$ cat src/lookahead_pkg.sv
//########################################
// port numbering and field types shared by
// the look-ahead routing stage
// 2D mesh only, five ports per router
// 4-bit coordinates limit each axis to 16 routers
//########################################
package lookahead_pkg;

    // router port count, local port included
    localparam int num_ports = 5;

    // port indices inside every five-bit one-hot vector
    localparam int port_local = 0;
    localparam int port_east  = 1; // x + 1
    localparam int port_north = 2; // y - 1
    localparam int port_west  = 3; // x - 1
    localparam int port_south = 4; // y + 1

    // coordinate width per axis
    localparam int coord_w = 4;

    // router x or y address
    typedef logic [coord_w-1:0] coord_t;

    // one-hot over all five ports, indexed by the constants above
    typedef logic [num_ports-1:0] port_onehot_t;

    // one-hot over the four ports left once a reference port is dropped.
    // ports above the reference move down by one index
    typedef logic [num_ports-2:0] port_code_t;

endpackage

$ cat src/arrival_port_strip.sv
//########################################
// compresses the neighbour's XY port to a
// four-bit code relative to the arrival port
// output is undefined when both ports match,
// which XY routing never produces
//########################################
module arrival_port_strip (
    input  lookahead_pkg::port_onehot_t cur_onehot,
    input  lookahead_pkg::port_onehot_t next_onehot,
    output lookahead_pkg::port_code_t   lk_port
);

    localparam int bin_w      = $clog2(lookahead_pkg::num_ports);     // five-port index
    localparam int code_bin_w = $clog2(lookahead_pkg::num_ports - 1); // four-port index

    // binary index of a one-hot port, zero when no bit is set
    function automatic logic [bin_w-1:0] onehot_to_bin(
        input lookahead_pkg::port_onehot_t oh
    );
        logic [bin_w-1:0] bin;
        bin = '0;
        for (int i = 0; i < lookahead_pkg::num_ports; i++) begin
            if (oh[i]) begin
                bin |= bin_w'(i);
            end
        end
        return bin;
    endfunction

    lookahead_pkg::port_onehot_t arrive_onehot; // port the flit enters the neighbour on
    logic [bin_w-1:0]            arrive_bin;    // r
    logic [bin_w-1:0]            next_bin;      // j
    logic [bin_w-1:0]            strip_bin;     // j with the arrival port removed
    logic [code_bin_w-1:0]       code_bin;

    // leaving east means arriving on the neighbour's west port, and so on
    assign arrive_onehot[lookahead_pkg::port_local] = cur_onehot[lookahead_pkg::port_local];
    assign arrive_onehot[lookahead_pkg::port_east]  = cur_onehot[lookahead_pkg::port_west];
    assign arrive_onehot[lookahead_pkg::port_west]  = cur_onehot[lookahead_pkg::port_east];
    assign arrive_onehot[lookahead_pkg::port_north] = cur_onehot[lookahead_pkg::port_south];
    assign arrive_onehot[lookahead_pkg::port_south] = cur_onehot[lookahead_pkg::port_north];

    assign arrive_bin = onehot_to_bin(arrive_onehot);
    assign next_bin   = onehot_to_bin(next_onehot);

    // ports above the arrival port shift down one place
    assign strip_bin = (arrive_bin > next_bin) ? next_bin : next_bin - 1'b1;
    assign code_bin  = strip_bin[code_bin_w-1:0];

    // back to one-hot over the four remaining ports
    assign lk_port = lookahead_pkg::port_code_t'(1'b1) << code_bin;

endmodule

$ cat src/lookahead_input_stage.sv
//########################################
// input register of the look-ahead stage
// one cycle of latency, no back-pressure
// sw_loc must be a legal port index (0..4)
// cur_port is coded relative to sw_loc
//########################################
module lookahead_input_stage #(
    parameter int unsigned sw_loc = lookahead_pkg::port_local
) (
    input  logic                        clk,
    input  logic                        reset,
    input  logic                        in_valid,
    input  lookahead_pkg::coord_t       dest_x,
    input  lookahead_pkg::coord_t       dest_y,
    input  lookahead_pkg::port_code_t   cur_port,
    output logic                        reg_valid,
    output lookahead_pkg::coord_t       reg_dest_x,
    output lookahead_pkg::coord_t       reg_dest_y,
    output lookahead_pkg::port_onehot_t cur_onehot
);

    lookahead_pkg::port_code_t reg_code; // registered four-bit port code

    // flit fields, all cleared by reset so out_valid starts low
    always_ff @(posedge clk or posedge reset) begin
        if (reset) begin
            reg_valid  <= 1'b0;
            reg_dest_x <= '0;
            reg_dest_y <= '0;
            reg_code   <= '0;
        end else begin
            reg_valid  <= in_valid;
            reg_dest_x <= dest_x;
            reg_dest_y <= dest_y;
            reg_code   <= cur_port;
        end
    end

    // re-insert the port this stage serves as a zero bit
    // bits below sw_loc keep their index, the rest move up by one
    for (genvar i = 0; i < lookahead_pkg::num_ports; i++) begin : g_expand
        if (i < sw_loc) begin : g_low
            assign cur_onehot[i] = reg_code[i];
        end else if (i == sw_loc) begin : g_own
            assign cur_onehot[i] = 1'b0; // a flit never leaves on its input port
        end else begin : g_high
            assign cur_onehot[i] = reg_code[i-1];
        end
    end

endmodule

$ cat src/lookahead_route_top.sv
//########################################
// look-ahead XY routing stage of one mesh
// router input port
// out_valid and lk_port follow in_valid by
// one cycle, a flit is accepted every cycle
// cur_port must never name the local port
//########################################
module lookahead_route_top #(
    parameter int unsigned           nx       = 4,
    parameter int unsigned           ny       = 4,
    parameter lookahead_pkg::coord_t router_x = '0,
    parameter lookahead_pkg::coord_t router_y = '0,
    parameter int unsigned           sw_loc   = lookahead_pkg::port_local
) (
    input  logic                      clk,
    input  logic                      reset,
    input  logic                      in_valid,
    input  lookahead_pkg::coord_t     dest_x,
    input  lookahead_pkg::coord_t     dest_y,
    input  lookahead_pkg::port_code_t cur_port,  // relative to sw_loc
    output logic                      out_valid,
    output lookahead_pkg::port_code_t lk_port    // relative to the neighbour's arrival port
);

    lookahead_pkg::coord_t       reg_dest_x;
    lookahead_pkg::coord_t       reg_dest_y;
    lookahead_pkg::port_onehot_t cur_onehot;  // port chosen here, five-bit
    lookahead_pkg::port_onehot_t next_onehot; // port chosen at the neighbour

    // register stage, valid goes straight out
    lookahead_input_stage #(
        .sw_loc     (sw_loc)
    ) input_i (
        .clk        (clk),
        .reset      (reset),
        .in_valid   (in_valid),
        .dest_x     (dest_x),
        .dest_y     (dest_y),
        .cur_port   (cur_port),
        .reg_valid  (out_valid),
        .reg_dest_x (reg_dest_x),
        .reg_dest_y (reg_dest_y),
        .cur_onehot (cur_onehot)
    );

    next_hop_xy_route #(
        .nx          (nx),
        .ny          (ny),
        .router_x    (router_x),
        .router_y    (router_y)
    ) route_i (
        .cur_onehot  (cur_onehot),
        .dest_x      (reg_dest_x),
        .dest_y      (reg_dest_y),
        .next_onehot (next_onehot)
    );

    arrival_port_strip strip_i (
        .cur_onehot  (cur_onehot),
        .next_onehot (next_onehot),
        .lk_port     (lk_port)
    );

endmodule

$ cat src/next_hop_xy_route.sv
//########################################
// predicts the neighbour router address and
// runs XY routing there, combinational
// mesh only, no wrap-around links
// nx, ny at most 16, router_x < nx, router_y < ny
//########################################
module next_hop_xy_route #(
    parameter int unsigned           nx       = 4,
    parameter int unsigned           ny       = 4,
    parameter lookahead_pkg::coord_t router_x = '0,
    parameter lookahead_pkg::coord_t router_y = '0
) (
    input  lookahead_pkg::port_onehot_t cur_onehot,
    input  lookahead_pkg::coord_t       dest_x,
    input  lookahead_pkg::coord_t       dest_y,
    output lookahead_pkg::port_onehot_t next_onehot
);

    // highest address on each axis
    localparam lookahead_pkg::coord_t last_x = lookahead_pkg::coord_t'(nx - 1);
    localparam lookahead_pkg::coord_t last_y = lookahead_pkg::coord_t'(ny - 1);

    // neighbour addresses, constant per router.
    // an edge router has no link past the edge, so the coordinate is held there
    localparam lookahead_pkg::coord_t east_x =
        (router_x < last_x) ? lookahead_pkg::coord_t'(router_x + 1'b1) : router_x;
    localparam lookahead_pkg::coord_t west_x =
        (router_x > 0) ? lookahead_pkg::coord_t'(router_x - 1'b1) : router_x;
    localparam lookahead_pkg::coord_t south_y =
        (router_y < last_y) ? lookahead_pkg::coord_t'(router_y + 1'b1) : router_y;
    localparam lookahead_pkg::coord_t north_y =
        (router_y > 0) ? lookahead_pkg::coord_t'(router_y - 1'b1) : router_y;

    lookahead_pkg::coord_t next_x; // address of the router the flit goes to
    lookahead_pkg::coord_t next_y;

    // one hop in the direction chosen at this router
    always_comb begin
        next_x = router_x;
        next_y = router_y;
        if (cur_onehot[lookahead_pkg::port_east]) begin
            next_x = east_x;
        end else if (cur_onehot[lookahead_pkg::port_west]) begin
            next_x = west_x;
        end else if (cur_onehot[lookahead_pkg::port_north]) begin
            next_y = north_y; // north is towards smaller y
        end else if (cur_onehot[lookahead_pkg::port_south]) begin
            next_y = south_y;
        end
    end

    // XY routing as seen from the neighbour
    // x is resolved first, then y, then the flit is ejected
    always_comb begin
        next_onehot = '0;
        if (dest_x > next_x) begin
            next_onehot[lookahead_pkg::port_east] = 1'b1;
        end else if (dest_x < next_x) begin
            next_onehot[lookahead_pkg::port_west] = 1'b1;
        end else if (dest_y > next_y) begin
            next_onehot[lookahead_pkg::port_south] = 1'b1;
        end else if (dest_y < next_y) begin
            next_onehot[lookahead_pkg::port_north] = 1'b1;
        end else begin
            next_onehot[lookahead_pkg::port_local] = 1'b1; // neighbour is the destination
        end
    end

endmodule

$ cat config.mk
export PLATFORM = sky130hd
export DESIGN_NAME = lookahead_route_top
export DESIGN_NICKNAME = d
export VERILOG_FILES = /design/src/lookahead_pkg.sv /design/src/arrival_port_strip.sv /design/src/lookahead_input_stage.sv /design/src/lookahead_route_top.sv /design/src/next_hop_xy_route.sv
export SDC_FILE = /design/constraint.sdc
export NUM_CORES = 1
export LEC_CHECK = 0
export BUFFER_PORTS_ARGS = -buffer_cell sky130_fd_sc_hd__buf_2
export CORE_AREA = 2 2 41 43
export CTS_CLUSTER_DIAMETER = 100
export DETAILED_ROUTE_END_ITERATION = 12
export DIE_AREA = 0 0 43 45
export SLEW_MARGIN = 20
export SYNTH_ARGS = -nofsm -noshare
export SYNTH_HDL_FRONTEND = slang
export SYNTH_SLANG_ARGS = --single-unit
$ cat constraint.sdc
create_clock -name clk -period 3.7 [get_ports clk]
set_input_delay 0.37 -clock clk [delete_from_list [all_inputs] [get_ports clk]]
set_output_delay 0.37 -clock clk [all_outputs]
set_load 0.02 [all_outputs]
## After elaboration in Yosys (flattened, before gate mapping)

Index checks and enable logic that the tools add are counted.

- Multiply operators: 0
- Order comparisons: 5
- Shift operators: 1
- Add/subtract/negate cells: 1
- Equality and inequality tests: 0
- Multiplexer cells: 22
- Reductions and logical operators: 0
- Bitwise operators: 0
- Div/mod/pow operators: 0

Operators with widths:

| operator | number |
|---|---|
| $mux W4 | 3 |
| $mux W1 | 11 |
| $mux W2 | 5 |
| $mux W3 | 3 |
| $gt A4 B1 Y1 | 1 |
| $gt A4 B4 Y1 | 1 |
| $lt A4 B1 Y1 | 1 |
| $lt A4 B4 Y1 | 1 |
| $shl A1 B2 Y4 const A | 1 |
| $gt A3 B3 Y1 | 1 |
| $sub A2 B1 Y2 const B | 1 |

- Bits in read-only memories: 0
- Word-level logic and storage cells: 33
- Memory bits (writable): 0
- Input port bits: 15
- Memories: 0
- Latch bits: 0
- Bits in registers: 13

## Depth between registers and ports, before layout

- Depth in word-level cells: 15
- Mapped depth: 10
- Mapped depth without buffers: 10

## Hierarchy

A second synthesis with hierarchy kept.

- Cells, all modules: 64
- Area total of the unflattened synthesis: 664.4 um2

By module, submodules not included:

| module | area each (um2) | sequential area each (um2) | cells an instance | times used |
|---|---|---|---|---|
| lookahead_input_stage | 340.3 | 325.3 | 16 | 1 |
| arrival_port_strip | 191.4 | 0.0 | 30 | 1 |
| next_hop_xy_route | 132.6 | 0.0 | 18 | 1 |

## Worst setup path before layout

OpenSTA, ideal clock, no wires.

- Path type: register -> output
- From: reg input_i.reg_code[1]
- To: out lk_port[2]
- Cell stages (with the launch flop): 10
- Slack: 1.009 ns
- Arrival time: 2.321 ns
- Path through: dfrtp_1 nor4b_1 ha_1 o21ai_0 nand2_1 ha_1 and3_1 a21oi_2 nand3_1 a22oi_1

- Longest elaborated chain between the ends: 14
- Elaborated cells between the ends (all ways): 19
- Those cells by class: 1 x add/sub; 3 x order compare; 1 x shift; 14 x mux

Ends and longest elaborated chain:

| what | line | text |
|---|---|---|
| start: declaration | lookahead_input_stage.sv:22 | `lookahead_pkg::port_code_t reg_code;` |
| start signal: assignment | lookahead_input_stage.sv:35 | `reg_code <= cur_port;` |
| $mux W4 | next_hop_xy_route.sv:45 | `end else if (cur_onehot[lookahead_pkg::port_north]) begin` |
| $mux W4 | next_hop_xy_route.sv:43 | `end else if (cur_onehot[lookahead_pkg::port_west]) begin` |
| $mux W4 | next_hop_xy_route.sv:41 | `if (cur_onehot[lookahead_pkg::port_east]) begin` |
| $lt A4 B4 Y1 | next_hop_xy_route.sv:62 | `end else if (dest_y < next_y) begin` |
| $mux W1 | next_hop_xy_route.sv:62 |  |
| $mux W1 | next_hop_xy_route.sv:60 | `end else if (dest_y > next_y) begin` |
| $mux W1 | next_hop_xy_route.sv:58 | `end else if (dest_x < next_x) begin` |
| $mux W3 | next_hop_xy_route.sv:56 | `if (dest_x > next_x) begin` |
| $mux W2 (2 in a row) | arrival_port_strip.sv:23 | `if (oh[i]) begin` |
| $mux W3 | arrival_port_strip.sv:23 |  |
| $gt A3 B3 Y1 or $sub A2 B1 Y2 (tied branches) | arrival_port_strip.sv:47 | `assign strip_bin = (arrive_bin > next_bin) ? next_bin : next_bin - 1'b1;` |
| $mux W2 * | arrival_port_strip.sv:47 |  |
| $shl A1 B2 Y4 * | arrival_port_strip.sv:51 | `assign lk_port = lookahead_pkg::port_code_t'(1'b1) << code_bin;` |
| end: declaration | lookahead_route_top.sv:22 | `output lookahead_pkg::port_code_t lk_port` |

Mark *: on every way between the ends. The rest lies on a longest branch, timed or not.

## Final worst setup path

Same ends and word-level chain as after synthesis.

==> results.py <==
metrics = {
    "critical_path": {
        "cp.buffers_inverters": 1,
        "crit_chain": "nor4b_1, ha_1, nand2_1, o21a_1, ha_1, and3_1, a21oi_2, nand3_1, a22oi_1, buf_2",
        "crit_arrival_ns": 2.73,
        "worst_path_max_delay_cell": "dfrtp_1",
        "cpMostUsedCell": "ha_1",
        "critPathTopFamily": "simple AND/OR/NAND/NOR gates",
        "crit_start": "input_i.reg_code[1]$_DFF_PP0_",
        "start_kind": "flop",
        "worstPathRequired_ns": 3.33,
        "criticalPathCategory": "flop to output port",
        "slowest_delay_ns": 0.39,
        "cp_max_fo": 8,
        "end_kind": "output port",
    },
    "final_layout": {
        "n_fill_cell": 139,
        "drive_gt1_frac": 0.4000,
        "synthToLayoutAreaGrowth_pct": 25.22,
        "multi_input_area_um2": 217.7,
        "final_util": 0.4770,
        "diodes": 0,
        "instances_no_fill": 86,
        "regArea_um2": 325.3,
        "final_common_cell": "buf_2",
        "final_cell_mix": "19 x buf_2, 13 x dfrtp_1, 5 x nand2_1, 5 x ha_1, 4 x nand3_1",
        "final_area_um2": 701.9,
        "nNetsFinal": 91,
    },
    "outcome": {
        "outcome": "finished clean",
    },
    "cts": {
        "clockBufferDepth": 2,
        "h-tree-depth": 1,
        "post_cts_buffers": 0,
        "clk_pin_slew_ns": 0.07,
        "numCtsBuffers": 3,
        "cts_tree": "done",
        "clkSinkCount": 13,
        "root_buffer": "clkbuf_4",
        "cts_hold_buf": 0,
        "cts_resized": 0,
    },
    "detailed_routing": {
        "ant_nets": 0,
        "routed_via_density": 4.709,
        "wl_per_cell_um": 10.12,
        "finalWirelength_um": 870,
        "initialDrtViolationCount": 0,
        "firstDrtPassIters": 1,
        "num_vias": 405,
        "drc": 0,
    },
    "placement": {
        "placed_area_um2": 675.6,
        "dp_cells": 82,
        "numPortBuffers": 19,
        "routabilityCongestion": 0.7358,
        "hpwlAfterDp_um": 722.4,
    },
    "timing": {
        "post-route-period-util": 0.8390,
        "final.setup.tns_ns": 0,
        "hold_viol": 0,
        "worstMarginPinSlew_ns": 0.4563,
        "rsz0062_at_grt": "false",
        "setup_viol": 0,
        "fmax_ghz": 0.3221,
        "drv_slew": 0,
        "relSlewSlack": 0.6954,
        "post-route-min-period_ns": 3.104,
    },
    "power": {
        "p_leak_nw": 0.3462,
        "peakVddDrop_mv": 0.2122,
        "pwr_density_cell_mw_per_mm2": 386.8,
        "power.total_mw": 0.2715,
    },
    "logic_synthesis": {
        "synth_largest_area_cell": "dfrtp_1",
        "ys_types": 21,
        "synth_cells": 47,
        "synth-seq-cells": 13,
        "yosysTopAreaCellShare": 0.5804,
        "yosysWarningCount": 0,
        "postSynth.asyncResetShare": 1.000,
        "synthTopCellsByArea": "dfrtp_1 58%, ha_1 11%, nand3_1 3.6%",
        "syn-num-nets": 67,
        "synth_ff_type": "dfrtp_1",
        "synth_area_per_cell_um2": 11.93,
        "synth.yosys.seq_area_share": 0.5804,
        "synth-edff-count": 0,
        "mappedNetlistArea_um2": 560.5,
    },
    "floorplanning": {
        "core-area_mm2": 0.001471,
        "die_x_um": 43,
        "io_pins": 20,
        "dieArea_mm2": 0.001935,
        "fp.dieH_um": 45,
        "start_util": 0.3810,
        "rows": 14,
    },
    "global_routing": {
        "grt_pass1_vias": 393,
        "grt_pass1_wl_um": 1580,
        "grt_max_degree": 14,
        "grt_overflow": 0,
        "antenna_found_initial": 0,
        "grt.total_usage": 0.1140,
    },
    "hold_path": {
        "hp-class": "input pin to asynchronous set/reset pin",
    },
    "job": {
        "maxCapViolations": 0,
    },
}
## state kept, by name, indices dropped and copies added, names as in the netlist
name,flops
input_i.reg_code,4
input_i.reg_dest_x,4
input_i.reg_dest_y,4
input_i.reg_valid,1
## through the flow
| step | setup slack, ns | hold WS (ns) |
|---|---|---|
| 6_report | 0.5957 | 0.09852 |
| 5_1_grt | 0.3447 | 0.1383 |
| 4_1_cts | 0.5926 | 0.1090 |
| 3_5_place_dp | 0.9015 | 0.4032 |
| 3_3_place_gp | 0.9289 | 0.3967 |
| 2_1_floorplan | 1.009 | 0.2470 |
## report_power, final
| group | switching [mW] | total [mW] | internal [mW] | leakage, nW |
|---|---|---|---|---|
| sequential | 0.00297 | 0.152 | 0.149 | 0.151 |
| combinational | 0.0214 | 0.0376 | 0.0163 | 0.180 |
| clock | 0.0401 | 0.0817 | 0.0417 | 0.0150 |
| total | 0.0644 | 0.271 | 0.207 | 0.346 |
## cells in the mapped netlist, drive strengths merged (2+ instances only)
| master | instances |
|---|---|
| inv | 4 |
| nand3 | 4 |
| ha | 5 |
| a21oi | 2 |
| o21ai | 3 |
| dfrtp | 13 |
| nand2 | 5 |
| nor3 | 2 |
## per-layer routing
metal / up-vias / share of wire / GRT usage / wire length (um)
met5: - / 0 / 0 / 0
met4: 0 / 0.017 / 0.1091 / 15
met3: 2 / 0.064 / 0.02000 / 56
met2: 14 / 0.47 / 0.1848 / 408
met1: 179 / 0.45 / 0.1266 / 389
li1: 210 / - / - / -
## cell families after synthesis
kind of cell,Yosys count,share of synthesized area
buf+inv,4,0.03126
flops,13,0.5804
simple gates,17,0.1763
fa+ha+maj,5,0.1116
compound gates,8,0.1004
## worst paths after layout
path	to	slack, ns	depth (start not counted)
setup / recovery	lk_port[2]	0.60	10
hold / removal	input_i.reg_dest_y[0]$_DFF_PP0_	0.1	2
max in group asynchronous	input_i.reg_dest_x[2]$_DFF_PP0_	3.29	2
min in group clk	input_i.reg_valid$_DFF_PP0_	0.20	1
## final cells by class
| type | count | share of cell area |
|---|---|---|
| clock buffers | 4 | 0.03743 |
| inverters | 4 | 0.02496 |
| multi-input cells | 30 | 0.3102 |
| flip-flops and latches | 13 | 0.4635 |
| well taps | 16 | 0.02852 |
| repair buffers | 19 | 0.1355 |
No activity file was read; power rests on OpenSTA's default activity.
